<file path="src/brisc_pkg.sv">
package brisc_pkg;

  // Byte address on the fetch and memory side
  typedef logic [31:0] addr_t;

  // One memory word as it travels on the memory port
  typedef logic [31:0] word_t;

  // Instruction word handed to the pipeline
  typedef logic [31:0] instr_t;

  // Next-PC source from the execute stage
  typedef enum logic {
    PC_SEQ = 1'b0,  // Sequential or predicted PC
    PC_ALU = 1'b1   // Redirect to pc_target
  } pc_src_e;

  localparam addr_t PC_BOOT = 32'h0000_0000;
  localparam addr_t PC_XCPT = 32'h0000_0100;

  // Line refill sequencer of the instruction cache
  typedef enum logic [1:0] {
    IDLE = 2'd0,
    REQ  = 2'd1,  // Word request held until ic_done
    WAIT = 2'd2   // One free cycle on the port between words
  } icache_state_e;

endpackage

</file>
<file path="src/fetch_stage.sv">
`timescale 1ns/1ns

module fetch_stage (
  input  logic               clk,
  input  logic               reset,
  input  logic               stall,
  input  brisc_pkg::pc_src_e pc_src,
  input  logic               xcpt,
  input  brisc_pkg::addr_t   pc_target,
  input  brisc_pkg::addr_t   branch_pc,
  input  logic               pred_wrong,
  input  logic               hit,
  input  brisc_pkg::instr_t  hit_instr,
  output brisc_pkg::addr_t   lookup_addr,
  output brisc_pkg::instr_t  instr,
  output brisc_pkg::addr_t   pc,
  output brisc_pkg::addr_t   pc_plus4,
  output logic               instr_valid,
  output logic               pred_taken
);

  brisc_pkg::addr_t pc_next;
  logic             redirect;
  logic             pc_en;
  logic             btb_en;

  // One-entry BTB
  brisc_pkg::addr_t btb_pc;
  brisc_pkg::addr_t btb_target;
  logic             btb_valid;

  assign lookup_addr = pc;
  assign instr       = hit_instr;
  assign instr_valid = hit;
  assign pc_plus4    = pc + 32'd4;

  assign redirect   = (pc_src == brisc_pkg::PC_ALU);
  assign pred_taken = btb_valid && (btb_pc == pc) && hit;  // Only on a delivered instruction

  // Exception and redirect move the PC even while stalled or missing
  assign pc_en  = xcpt | redirect | (hit & ~stall);
  assign btb_en = redirect | ~stall;

  always_comb begin
    if (xcpt) begin
      pc_next = brisc_pkg::PC_XCPT;
    end else if (redirect) begin
      pc_next = pc_target;
    end else if (pred_taken) begin
      pc_next = btb_target;
    end else begin
      pc_next = pc_plus4;
    end
  end

  always_ff @(posedge clk) begin
    if (reset) begin
      pc <= brisc_pkg::PC_BOOT;
    end else if (pc_en) begin
      pc <= pc_next;
    end
  end

  always_ff @(posedge clk) begin
    if (reset) begin
      btb_valid <= 1'b0;
    end else if (btb_en) begin
      if (pred_wrong) begin
        btb_valid <= 1'b0;  // Mispredict wins over a new entry
      end else if (redirect) begin
        btb_valid <= 1'b1;
      end
    end
  end

  always_ff @(posedge clk) begin
    if (btb_en && redirect) begin
      btb_pc     <= branch_pc;
      btb_target <= pc_target;
    end
  end

endmodule

</file>
<file path="src/fetch_top.sv">
`timescale 1ns/1ns

module fetch_top #(
  parameter int ICACHE_LINES = 8,
  parameter int LINE_WORDS   = 4
) (
  input  logic               clk,
  input  logic               reset,

  // Pipeline side
  input  logic               stall,
  input  brisc_pkg::pc_src_e pc_src,
  input  brisc_pkg::addr_t   pc_target,
  input  logic               xcpt,
  input  brisc_pkg::addr_t   branch_pc,
  input  logic               pred_wrong,
  output brisc_pkg::instr_t  instr,
  output brisc_pkg::addr_t   pc,
  output brisc_pkg::addr_t   pc_plus4,
  output logic               instr_valid,
  output logic               pred_taken,

  // Data port
  input  logic               dport_req,
  input  logic               dport_rw,
  input  brisc_pkg::addr_t   dport_addr,
  input  brisc_pkg::word_t   dport_wdata,
  output logic               dport_done,
  output brisc_pkg::word_t   dport_rdata,

  // Shared memory port
  output logic               mem_req,
  output logic               mem_rw,
  output brisc_pkg::addr_t   mem_addr,
  output brisc_pkg::word_t   mem_wdata,
  input  logic               mem_resp,
  input  brisc_pkg::word_t   mem_rdata
);

  brisc_pkg::addr_t  lookup_addr;
  logic              hit;
  brisc_pkg::instr_t hit_instr;
  logic              ic_req;
  brisc_pkg::addr_t  ic_addr;
  logic              ic_done;
  brisc_pkg::word_t  ic_rdata;

  fetch_stage u_fetch_stage (
    .clk         (clk),
    .reset       (reset),
    .stall       (stall),
    .pc_src      (pc_src),
    .xcpt        (xcpt),
    .pc_target   (pc_target),
    .branch_pc   (branch_pc),
    .pred_wrong  (pred_wrong),
    .hit         (hit),
    .hit_instr   (hit_instr),
    .lookup_addr (lookup_addr),
    .instr       (instr),
    .pc          (pc),
    .pc_plus4    (pc_plus4),
    .instr_valid (instr_valid),
    .pred_taken  (pred_taken)
  );

  icache #(
    .ICACHE_LINES (ICACHE_LINES),
    .LINE_WORDS   (LINE_WORDS)
  ) u_icache (
    .clk         (clk),
    .reset       (reset),
    .lookup_addr (lookup_addr),
    .ic_done     (ic_done),
    .ic_rdata    (ic_rdata),
    .hit         (hit),
    .hit_instr   (hit_instr),
    .ic_req      (ic_req),
    .ic_addr     (ic_addr)
  );

  mem_arbiter u_mem_arbiter (
    .clk         (clk),
    .reset       (reset),
    .dport_req   (dport_req),
    .dport_rw    (dport_rw),
    .dport_addr  (dport_addr),
    .dport_wdata (dport_wdata),
    .dport_done  (dport_done),
    .dport_rdata (dport_rdata),
    .ic_req      (ic_req),
    .ic_addr     (ic_addr),
    .ic_done     (ic_done),
    .ic_rdata    (ic_rdata),
    .mem_req     (mem_req),
    .mem_rw      (mem_rw),
    .mem_addr    (mem_addr),
    .mem_wdata   (mem_wdata),
    .mem_resp    (mem_resp),
    .mem_rdata   (mem_rdata)
  );

endmodule

</file>
<file path="src/icache.sv">
`timescale 1ns/1ns

module icache #(
  parameter int ICACHE_LINES = 8,
  parameter int LINE_WORDS   = 4
) (
  input  logic              clk,
  input  logic              reset,
  input  brisc_pkg::addr_t  lookup_addr,
  input  logic              ic_done,
  input  brisc_pkg::word_t  ic_rdata,
  output logic              hit,
  output brisc_pkg::instr_t hit_instr,
  output logic              ic_req,
  output brisc_pkg::addr_t  ic_addr
);

  localparam int OFFSET_BITS = $clog2(LINE_WORDS);
  localparam int INDEX_BITS  = $clog2(ICACHE_LINES);
  localparam int TAG_BITS    = 32 - 2 - OFFSET_BITS - INDEX_BITS;
  localparam int LINE_LSB    = 2 + OFFSET_BITS;

  typedef logic [TAG_BITS-1:0]    tag_t;
  typedef logic [INDEX_BITS-1:0]  index_t;
  typedef logic [OFFSET_BITS-1:0] offset_t;

  tag_t                      tag_mem [ICACHE_LINES];
  logic [ICACHE_LINES-1:0]   line_valid;
  brisc_pkg::word_t          data_mem [ICACHE_LINES*LINE_WORDS];

  brisc_pkg::icache_state_e  state;
  brisc_pkg::addr_t          fill_base;
  offset_t                   fill_word;

  tag_t    look_tag;
  index_t  look_index;
  offset_t look_word;
  index_t  fill_index;
  logic    miss_start;
  logic    word_done;
  logic    last_word;

  assign look_tag   = lookup_addr[31 -: TAG_BITS];
  assign look_index = lookup_addr[LINE_LSB +: INDEX_BITS];
  assign look_word  = lookup_addr[2 +: OFFSET_BITS];
  assign fill_index = fill_base[LINE_LSB +: INDEX_BITS];

  assign hit       = line_valid[look_index] && (tag_mem[look_index] == look_tag);
  assign hit_instr = data_mem[{look_index, look_word}];

  assign miss_start = (state == brisc_pkg::IDLE) && !hit;
  assign word_done  = (state == brisc_pkg::REQ) && ic_done;
  assign last_word  = (fill_word == offset_t'(LINE_WORDS - 1));

  // Words of a line are fetched in ascending order
  assign ic_req  = (state == brisc_pkg::REQ);
  assign ic_addr = {fill_base[31:LINE_LSB], fill_word, 2'b00};

  always_ff @(posedge clk) begin
    if (reset) begin
      state      <= brisc_pkg::IDLE;
      line_valid <= '0;
      fill_word  <= '0;
    end else begin
      case (state)
        brisc_pkg::IDLE: begin
          if (miss_start) begin
            fill_base              <= {lookup_addr[31:LINE_LSB], {LINE_LSB{1'b0}}};
            fill_word              <= '0;
            line_valid[look_index] <= 1'b0;  // Old contents are overwritten from here on
            state                  <= brisc_pkg::REQ;
          end
        end
        brisc_pkg::REQ: begin
          if (ic_done) begin
            fill_word <= fill_word + 1'b1;
            if (last_word) begin
              line_valid[fill_index] <= 1'b1;
              state                  <= brisc_pkg::IDLE;
            end else begin
              state <= brisc_pkg::WAIT;
            end
          end
        end
        brisc_pkg::WAIT: begin
          state <= brisc_pkg::REQ;  // Drops ic_req for a cycle so the port can switch owner
        end
        default: begin
          state <= brisc_pkg::IDLE;
        end
      endcase
    end
  end

  // Tag and data arrays
  always_ff @(posedge clk) begin
    if (miss_start) begin
      tag_mem[look_index] <= look_tag;
    end
    if (word_done) begin
      data_mem[{fill_index, fill_word}] <= ic_rdata;
    end
  end

endmodule

</file>
<file path="src/mem_arbiter.sv">
`timescale 1ns/1ns

module mem_arbiter (
  input  logic             clk,
  input  logic             reset,
  input  logic             dport_req,
  input  logic             dport_rw,
  input  brisc_pkg::addr_t dport_addr,
  input  brisc_pkg::word_t dport_wdata,
  output logic             dport_done,
  output brisc_pkg::word_t dport_rdata,
  input  logic             ic_req,
  input  brisc_pkg::addr_t ic_addr,
  output logic             ic_done,
  output brisc_pkg::word_t ic_rdata,
  output logic             mem_req,
  output logic             mem_rw,
  output brisc_pkg::addr_t mem_addr,
  output brisc_pkg::word_t mem_wdata,
  input  logic             mem_resp,
  input  brisc_pkg::word_t mem_rdata
);

  logic busy;
  logic owner_dport;
  logic grant_dport;
  logic grant_ic;

  // A free port goes to the data side first
  always_comb begin
    if (busy) begin
      grant_dport = owner_dport;
      grant_ic    = ~owner_dport;
    end else begin
      grant_dport = dport_req;
      grant_ic    = ic_req & ~dport_req;
    end
  end

  assign mem_req   = grant_dport | grant_ic;
  assign mem_rw    = grant_dport & dport_rw;  // Instruction fetches only read
  assign mem_addr  = grant_dport ? dport_addr : ic_addr;
  assign mem_wdata = dport_wdata;

  assign dport_done  = mem_resp & grant_dport;
  assign ic_done     = mem_resp & grant_ic;
  assign dport_rdata = mem_rdata;
  assign ic_rdata    = mem_rdata;

  always_ff @(posedge clk) begin
    if (reset) begin
      busy        <= 1'b0;
      owner_dport <= 1'b0;
    end else if (mem_resp) begin
      busy <= 1'b0;
    end else if (!busy && mem_req) begin
      busy        <= 1'b1;  // Lock the owner for the rest of the access
      owner_dport <= grant_dport;
    end
  end

endmodule

</file>
<file path="config.mk">
export PLATFORM = sky130hd
export DESIGN_NAME = fetch_top
export DESIGN_NICKNAME = d
export VERILOG_FILES = /design/src/brisc_pkg.sv /design/src/fetch_stage.sv /design/src/fetch_top.sv /design/src/icache.sv /design/src/mem_arbiter.sv
export SDC_FILE = /design/constraint.sdc
export NUM_CORES = 1
export LEC_CHECK = 0
export BUFFER_PORTS_ARGS = -buffer_cell sky130_fd_sc_hd__buf_2
export CORE_MARGIN = 2
export CORE_UTILIZATION = 53
export DETAILED_ROUTE_END_ITERATION = 16
export GPL_TIMING_DRIVEN = 0
export PLACE_DENSITY = 0.81
export SLEW_MARGIN = 20
export SYNTH_ARGS = -nofsm -noshare
export SYNTH_HDL_FRONTEND = slang
export SYNTH_SLANG_ARGS = --single-unit
</file>
<file path="constraint.sdc">
create_clock -name clk -period 6.41 [get_ports clk]
set_input_delay 0.641 -clock clk [delete_from_list [all_inputs] [get_ports clk]]
set_output_delay 0.641 -clock clk [all_outputs]
set_load 0.02 [all_outputs]
</file>
======== After elaboration in Yosys (flattened, before gate mapping) ========
Memory sizes are Yosys's and may differ from the RTL's. A register that Yosys moved wholly into a read port is not among the register bits.
Cells that the tools add are included.
storage, ports and cells
  bits in registers ....................... 139
  bits in writable memories ............... 1224
  input port bits ......................... 169
  output and inout bits ................... 197
  logic and storage cells ................. 97
  memories kept ........................... 2
operators by class
  add/subtract/negate cells ............... 2
  $lt $le $gt $ge ......................... 4
  equality and inequality tests ........... 8
  mux-type cells .......................... 33
  bitwise logic cells ..................... 17
  reduce and logical (&&, ||, !) cells .... 21
memories
  name               words  bits a word  read ports  clocked after Yosys merged registers in  write ports  line          text
  u_icache.data_mem  32     32           1           1                                        1            icache.sv:29  brisc_pkg::word_t data_mem [ICACHE_LINES*LINE_WORDS];
  u_icache.tag_mem   8      25           1           1                                        1            icache.sv:27  tag_t tag_mem [ICACHE_LINES];
operators by type and width
  operator                                                               count
  32-bit two-way mux                                                     4
  32-bit by 3-bit adder with 32-bit output, second input constant        1
  32-bit equality test                                                   1
  25-bit equality test                                                   1
  8-bit two-way mux                                                      3
  8-bit case mux with 2 select lines                                     1
  1-bit two-way mux                                                      11
  2-bit two-way mux                                                      5
  5-bit two-way mux                                                      2
  1-bit logical AND                                                      9
  8-bit AND                                                              1
  3-bit by 4-bit < comparator with 1-bit output, second input constant   2
  8-bit inverter                                                         1
  8-bit bitwise OR                                                       1
  1-bit demux with 3-bit select                                          2
  3-bit by 1-bit >= comparator with 1-bit output, second input constant  2
  3-bit two-way mux                                                      2
  2-bit case mux with 3 select lines                                     1
  2-bit AND reduction                                                    3
  3-bit AND reduction                                                    2
  1-bit AND                                                              5
  1-bit inverter                                                         5
  2-bit equality test, second input constant                             2
  2-bit != test, second input constant                                   2
  other kinds (11)                                                       16

======== Longest topological paths before layout ========
Gate-level depths: netlist of run 1.
  depth after elaboration ................. 9
  gate-level depth with buffers ........... 14

======== By module ========
A second synthesis of run 1 with hierarchy kept.
second synthesis, totals
  cells, all modules ...................... 2789
  area, all modules ....................... 54760.0 µm²
modules (own cells, without submodules)
  module       instances  cells each  area each (µm²)  sequential area each (µm²)
  icache       1          2133        48004.8          37836.3
  fetch_stage  1          511         5396.4           2582.5
  mem_arbiter  1          145         1358.8           40.0

======== Worst setup path before layout of run 1 ========
OpenSTA, ideal clock, no wires.
  path kind ............................... reg-to-reg
  start point ............................. register (tool-made name)
  end point ............................... memory u_icache.tag_mem[0][0] (netlist name) (enable)
  setup time .............................. 0.438 ns
  arrival ................................. 4.199 ns
  required time ........................... 5.972 ns
  slack ................................... 1.773 ns
  cell stages (with the launch flop) ...... 13
  buffers on the path ..................... 4
  clock period less this slack ............ 4.637 ns
  cell sequence ........................... dfxtp_1 -> buf_4 -> buf_2 -> buf_2 -> mux4_2 -> mux2i_1 -> a22oi_1 -> o2111ai_1 -> nor3_1 -> and4bb_2 -> or2_1 -> buf_4 -> nor3_1
RTL lines
  item       line
  to (decl)  icache.sv:27

==> results of run 1 <==
==> cell type report <==
| class | instances | area, um^2 |
|---|---|---|
| fillers | 6580 | 38000 |
| clock inverters | 73 | 863 |
| flip-flops and latches | 1368 | 40600 |
| clock buffers | 167 | 3610 |
| inverters | 14 | 52.6 |
| plain buffers | 199 | 1140 |
| multi-input cells | 929 | 12600 |
| diodes | 1 | 2.50 |
| repair buffers | 400 | 2930 |
| well taps | 1368 | 1710 |
==> metrics by stage <==
step | power (mW) | std cells | setup WS (ns) | setup TNS (ns)
CTS | 19.1 | 4518 | 0.555 | 0
detailed placement | 11.1 | 4278 | 1.47 | 0
global route | 19.5 | 4518 | 0.767 | 0
finish | 19.1 | 4519 | 0.913 | 0
global placement | 11.1 | 4209 | -0.994 | -172.25
floorplan | 10.7 | 2510 | 1.77 | 0
==> flip-flops by register name, indices dropped and copies added, names as in the netlist, named ones only <==
register / count
u_icache.data_mem: 1024
u_icache.tag_mem: 200
u_fetch_stage.btb_pc: 32
u_fetch_stage.btb_target: 32
u_fetch_stage.lookup_addr: 32
u_icache.fill_base: 28
u_icache.line_valid: 8
u_icache.fill_word: 2
u_icache.state: 2
u_fetch_stage.btb_valid: 1
u_mem_arbiter.busy: 1
u_mem_arbiter.owner_dport: 1
==> cells in the mapped netlist, drive strengths merged, types with 7 or more instances <==
library cell	count
xor2	47
a22oi	7
o22ai	9
nand2	32
nor2	77
nand4	16
edfxtp	1316
o21ai	35
nor2b	13
clkbuf	89
xnor2	29
mux2	82
mux4	354
nor4	16
inv	14
a32oi	28
nand2b	10
dfxtp	52
buf	110
nor3	24
mux2i	59
nand3	17
==> worst paths after layout <==
path                     start                       end  slack [ns]  depth (start not counted)
max                   register                  instr[1]        0.91                          7
max reg2reg           register    u_icache.tag_mem[4][9]        1.47                         15
min reg2reg  u_icache.state[0]         u_icache.state[0]        0.49                          2
min              branch_pc[14]  u_fetch_stage.btb_pc[14]        0.06                          1
==> layer usage <==
metal | global-route usage (%) | vias up | part of all wire [%] | routed length, um
li1 | - | 11500 | - | -
met1 | 36.7 | 15200 | 33 | 51800
met2 | 51.5 | 2578 | 51 | 79800
met3 | 7.12 | 453 | 11 | 17400
met4 | 14.5 | 8 | 5.0 | 7830
met5 | 0 | - | 0.029 | 46
==> cell usage in the layout, fill, tap and decap left out, types with 7 or more instances in the layout <==
cell / Yosys / routed
clkbuf_1: 89 / 106
inv_1: 13 / 13
xor2_1: 47 / 47
nand2_1: 32 / 32
mux2_2: 81 / 81
nor3_1: 24 / 17
mux2i_1: 59 / 58
nor2_1: 76 / 42
buf_12: 1 / 22
nand2b_1: 10 / 10
buf_16: 0 / 23
clkbuf_16: 0 / 140
clkinv_2: 0 / 20
edfxtp_1: 1316 / 1316
buf_4: 72 / 90
dfxtp_1: 52 / 52
a32oi_1: 28 / 28
nand4_1: 15 / 15
a22oi_1: 7 / 7
mux4_2: 354 / 354
o22ai_1: 8 / 8
xnor2_1: 29 / 29
nor3_2: 0 / 7
nand3_1: 17 / 17
nor2b_1: 13 / 13
o21ai_1: 12 / 12
buf_6: 5 / 11
clkinv_1: 0 / 20
bufinv_16: 0 / 15
nor4_1: 15 / 15
buf_1: 21 / 7
o21ai_0: 23 / 23
buf_2: 9 / 343
nor2_4: 0 / 34
clkbuf_2: 0 / 19
==> cell families after synthesis <==
family | synth area share (%)
AO/OA/AOI/OAI | 1.49
XOR/XNOR | 1.23
AND/OR/NAND/NOR | 2.30
multiplexers | 17.6
adder cells (fa/ha/maj) | 0.116
flip-flops | 75.1
buffers and inverters | 2.14
==> power groups by stage <==
stage / combinational (mW) / clock, mW / sequential (mW)
after floorplan: 0.566 / 0 / 10.1
after global placement: 0.941 / 0 / 10.1
after detailed placement: 1.00 / 0 / 10.1
after CTS: 1.02 / 8.15 / 9.95
after global routing: 1.08 / 8.45 / 9.95
final: 1.03 / 8.11 / 9.95
==> results.sh, run 1 <==
export IMPL_slowest_delay_ns=0.86
export IMPL_ys_ff_latch=1368
export IMPL_p_sw_share_pct=21.8
export IMPL_drive_gt1_share_pct=38.0
export IMPL_hpwl_um=97000
export IMPL_crit_arrival_ns=4.86
export IMPL_clock_sinks=1368
export IMPL_slew_headroom_pct=18.9
export IMPL_synth_area_um2=54000
export IMPL_postLayoutCoreUtil_pct=62.5
export IMPL_critPathMaxFanout=10
export IMPL_avgViaCountPerCell=6.58
export IMPL_track_usage_pct=30.3
export IMPL_ys_types=67
export IMPL_fmax_mhz=182
export IMPL_yosys_area_top_type="edfxtp_1"
export IMPL_die_area_um2=104000
export IMPL_syn2layout_area_growth_pct=17.5
export IMPL_leakagePower_nw=20.9
export IMPL_synth_main_ff_cell="edfxtp_1"
export IMPL_ys_seq_area_share_pct=75.1
export IMPL_syn_avg_cell_area_um2=21.5
export IMPL_combPwrFrac_pct=5.4
export IMPL_max_cap_violations=0
export IMPL_grt_pass1_wl_um=219000
export IMPL_cp_top_family="buffers and inverters"
export IMPL_fp_dieH_um=323
export IMPL_grt_pass1_vias=30400
export IMPL_p_per_area_nw_per_um2=301
export IMPL_wire_per_inst_um=34.7
export IMPL_yosys_warnings=0
export IMPL_portBuffers=331
export IMPL_grt_setup_unrepaired="no"
export IMPL_cts_setup_buffers=0
export IMPL_synth_cells=2510
export IMPL_antenna_found_initial=5
export IMPL_post_cts_resized=0
export IMPL_pin_count=366
export IMPL_hold_viol=0
export IMPL_finalWirelength_um=157000
export IMPL_gp_congestion=0.905
export IMPL_endpoint_kind="output pin"
export IMPL_firstDrtPassIters=5
export IMPL_rows=117
export IMPL_finClkSkew_ns=0.0338
export IMPL_period_minus_slack_ns=5.50
export IMPL_cts_tree="yes"
export IMPL_synthesis_nets=2684
export IMPL_drc=0
export IMPL_worstMarginPinSlew_ns=1.22
export IMPL_path_buf_inv=4
export IMPL_coreArea_um2=101000
export IMPL_start_util_pct=53.2
export IMPL_synth_enable_flop_cells=1316
export IMPL_clkPwrFrac_pct=42.5
export IMPL_numCtsBuffers=138
export IMPL_worstSetupPathType="register to output pin"
export IMPL_clock_root_buffer="clkbuf_16"
export IMPL_synth_top_area_share_pct=73.2
export IMPL_path_clk_slew_ns=0.06
export IMPL_timing_final_crit_share_pct=85.8
export IMPL_setup_viol=0
export IMPL_dieWidth_um=323
export IMPL_grt_max_degree=35
export IMPL_ir_drop_mv=0.240
export IMPL_cts_hold_buffers=0
export IMPL_critPathRequiredTime_ns=5.77
export IMPL_nets=3224
export IMPL_placed_area_um2=58900
export IMPL_pwr_share_seq_pct=52.1
export IMPL_initialDrtViolationCount=4119
export IMPL_slowest_stage="clkbuf_1"
export IMPL_worst_path_most_repeated_cell="clkbuf_1"
export IMPL_async_reset_ff_share_pct=0
export IMPL_ant_nets=0
export IMPL_grt_overflow=0
export IMPL_internal_power_mw=14.9
export IMPL_synth_top_cells_by_area="edfxtp_1 (73%), mux4_2 (15%), dfxtp_1 (1.9%)"
export IMPL_p_sw_mw=4.16
export IMPL_htree_levels=4
export IMPL_dr_total_vias=29800
export IMPL_finalInstanceArea_um2=63400
export IMPL_hold_ws_ns=0.0616
export IMPL_cts_buffer_depth=3
export IMPL_startpoint_type="register"
export IMPL_slew_viol_final=0
export IMPL_status="finished clean"
export IMPL_worst_hold_path_type="input port to register"
export IMPL_crit_chain="clkbuf_1 > clkbuf_1 > clkbuf_1 > mux4_2 > mux4_2 > mux2_2 > buf_2"
export IMPL_clk_latency_ns=0.75
Power figures use the tool's default switching activity.
==> inputs of run 2 (changes only) <==
Settings changed: CTS_BUF_LIST set to sky130_fd_sc_hd__clkbuf_16.
==> results.sh, run 2 (synthesized netlist as in run 1, its figures left out) <==
export IMPL_status="finished clean"
export IMPL_die_area_um2=104000
export IMPL_setup_viol=0
export IMPL_crit_arrival_ns=4.84
export IMPL_firstDrtPassIters=6
export IMPL_critPathMaxFanout=10
export IMPL_instances_no_fill=4521
export IMPL_p_per_area_nw_per_um2=300
export IMPL_htree_levels=4
export IMPL_finalWirelength_um=157000
export IMPL_layout_commonest_cell="edfxtp_1"
export IMPL_regMostFlops="u_icache.data_mem"
export IMPL_dp_cells=4278
export IMPL_largest_reg_flops=1024
export IMPL_drc=0
export IMPL_reg_top3="u_icache.data_mem: 1024 flops, u_icache.tag_mem: 200 flops"
export IMPL_max_cap_violations=0
export IMPL_most_common_layout_cells="edfxtp_1 (1316), mux4_2 (354), buf_2 (343)"
export IMPL_timing_final_crit_share_pct=85.6
export IMPL_cts_tree="yes"
export IMPL_antenna_found_initial=5
export IMPL_rows=117
export IMPL_post_cts_resized=0
export IMPL_cts_hold_buffers=0
export IMPL_worstMarginPinSlew_ns=1.24
export IMPL_slew_viol_final=0
export IMPL_nets=3224
export IMPL_numCtsBuffers=138
export IMPL_finClkSkew_ns=0.0338
export IMPL_cts_setup_buffers=0
export IMPL_ant_nets=0
export IMPL_hold_depth=1
export IMPL_r2r_slack_ns=1.45
export IMPL_hp_start="branch_pc[14]"
export IMPL_clk_latency_ns=0.75
export IMPL_initialDrtViolationCount=4184
export IMPL_pin_count=366
export IMPL_clock_root_buffer="clkbuf_16"
export IMPL_fp_dieH_um=323
export IMPL_pre_cts_slack_ns=1.47
export IMPL_coreArea_um2=101000
export IMPL_worstSetupPathType="register to output pin"
export IMPL_track_usage_pct=30.3
export IMPL_critPathRequiredTime_ns=5.77
export IMPL_wire_per_inst_um=34.7
export IMPL_dieWidth_um=323
export IMPL_fmax_mhz=182
export IMPL_grt_pass1_vias=30400
export IMPL_hpwl_um=97000
export IMPL_grt_overflow=0
export IMPL_grt_max_degree=35
export IMPL_portBuffers=331
export IMPL_dr_total_vias=29800
export IMPL_worstReg2RegEnd="u_icache.tag_mem[1][2]"
export IMPL_cts_buffer_depth=3
export IMPL_worst_slack_ns=0.924
export IMPL_grt_pass1_wl_um=219000
export IMPL_clock_sinks=1368
export IMPL_grt_setup_unrepaired="no"
export IMPL_startpoint_type="register"
export IMPL_power_mw=19.0
export IMPL_start_util_pct=53.2
export IMPL_period_minus_slack_ns=5.49
export IMPL_rr_worst_depth=15
export IMPL_drive_gt1_share_pct=38.0
export IMPL_leakagePower_nw=21.1
export IMPL_ir_drop_mv=0.244
export IMPL_slew_headroom_pct=17.1
export IMPL_hold_viol=0
export IMPL_postLayoutCoreUtil_pct=62.5
export IMPL_avgViaCountPerCell=6.59
export IMPL_syn2layout_area_growth_pct=17.5
export IMPL_min_to="u_fetch_stage.btb_pc[14]"
export IMPL_worst_hold_path_type="input port to register"
export IMPL_gp_congestion=0.905
export IMPL_path_clk_slew_ns=0.06
export IMPL_endpoint_kind="output pin"
==> run 2: cell count changes in the layout (fill, tap and decap cells not counted) <==
cell      change
clkbuf_1     -26
clkbuf_8      -1
clkinv_1      +1
diode_2       +2
inv_1        +26
==> run 2: cell type report <==
type | instances | area [um^2]
diodes | 3 | 7.51
plain buffers | 199 | 1140
clock buffers | 140 | 3500
clock inverters | 100 | 965
fillers | 6583 | 38000
inverters | 14 | 52.6
multi-input cells | 929 | 12600
flip-flops and latches | 1368 | 40600
well taps | 1368 | 1710
repair buffers | 400 | 2930
==> run 2: layer usage <==
layer | track usage [%] | part of all wire (%)
met1 | 36.9 | 33
met2 | 51.5 | 51
met3 | 7.03 | 11
met4 | 14.4 | 4.9
met5 | 0 | 0.021
==> run 2: power breakdown <==
group	switching, mW	leakage [nW]	internal, mW
Clock	3.46	2.29	4.60
Sequential	0.0678	12.6	9.88
Combinational	0.638	6.15	0.393
==> run 2: per-stage QoR <==
stage                     TNS (ns)  area (um^2)  hold WS, ns
after floorplan                  0        54000        0.449
after global placement     -172.25        57400        0.467
after detailed placement         0        58900        0.487
after CTS                        0        63400       0.0376
after global routing             0        63400       0.0470
final                            0        63400       0.0698
==> run 2: critical path, cell delays in order (launching register included) <==
cell      delay, ns
dfxtp_1        0.31
clkbuf_1       0.46
clkbuf_1       0.82
clkbuf_1       0.85
mux4_2         0.62
mux4_2         0.48
mux2_2         0.37
buf_2          0.19
==> run 2: worst max path at each step <==
stage | startpoint | endpoint | slack, ns | cells after the start
floorplan | register | u_icache.tag_mem[0][0] | 1.77 | 12
global placement | register | u_icache.tag_mem[3][8] | -0.99 | 12
detailed placement | register | instr[0] | 1.47 | 7
CTS | register | instr[31] | 0.55 | 7
global route | register | instr[1] | 0.76 | 7
finish | register | instr[31] | 0.92 | 7
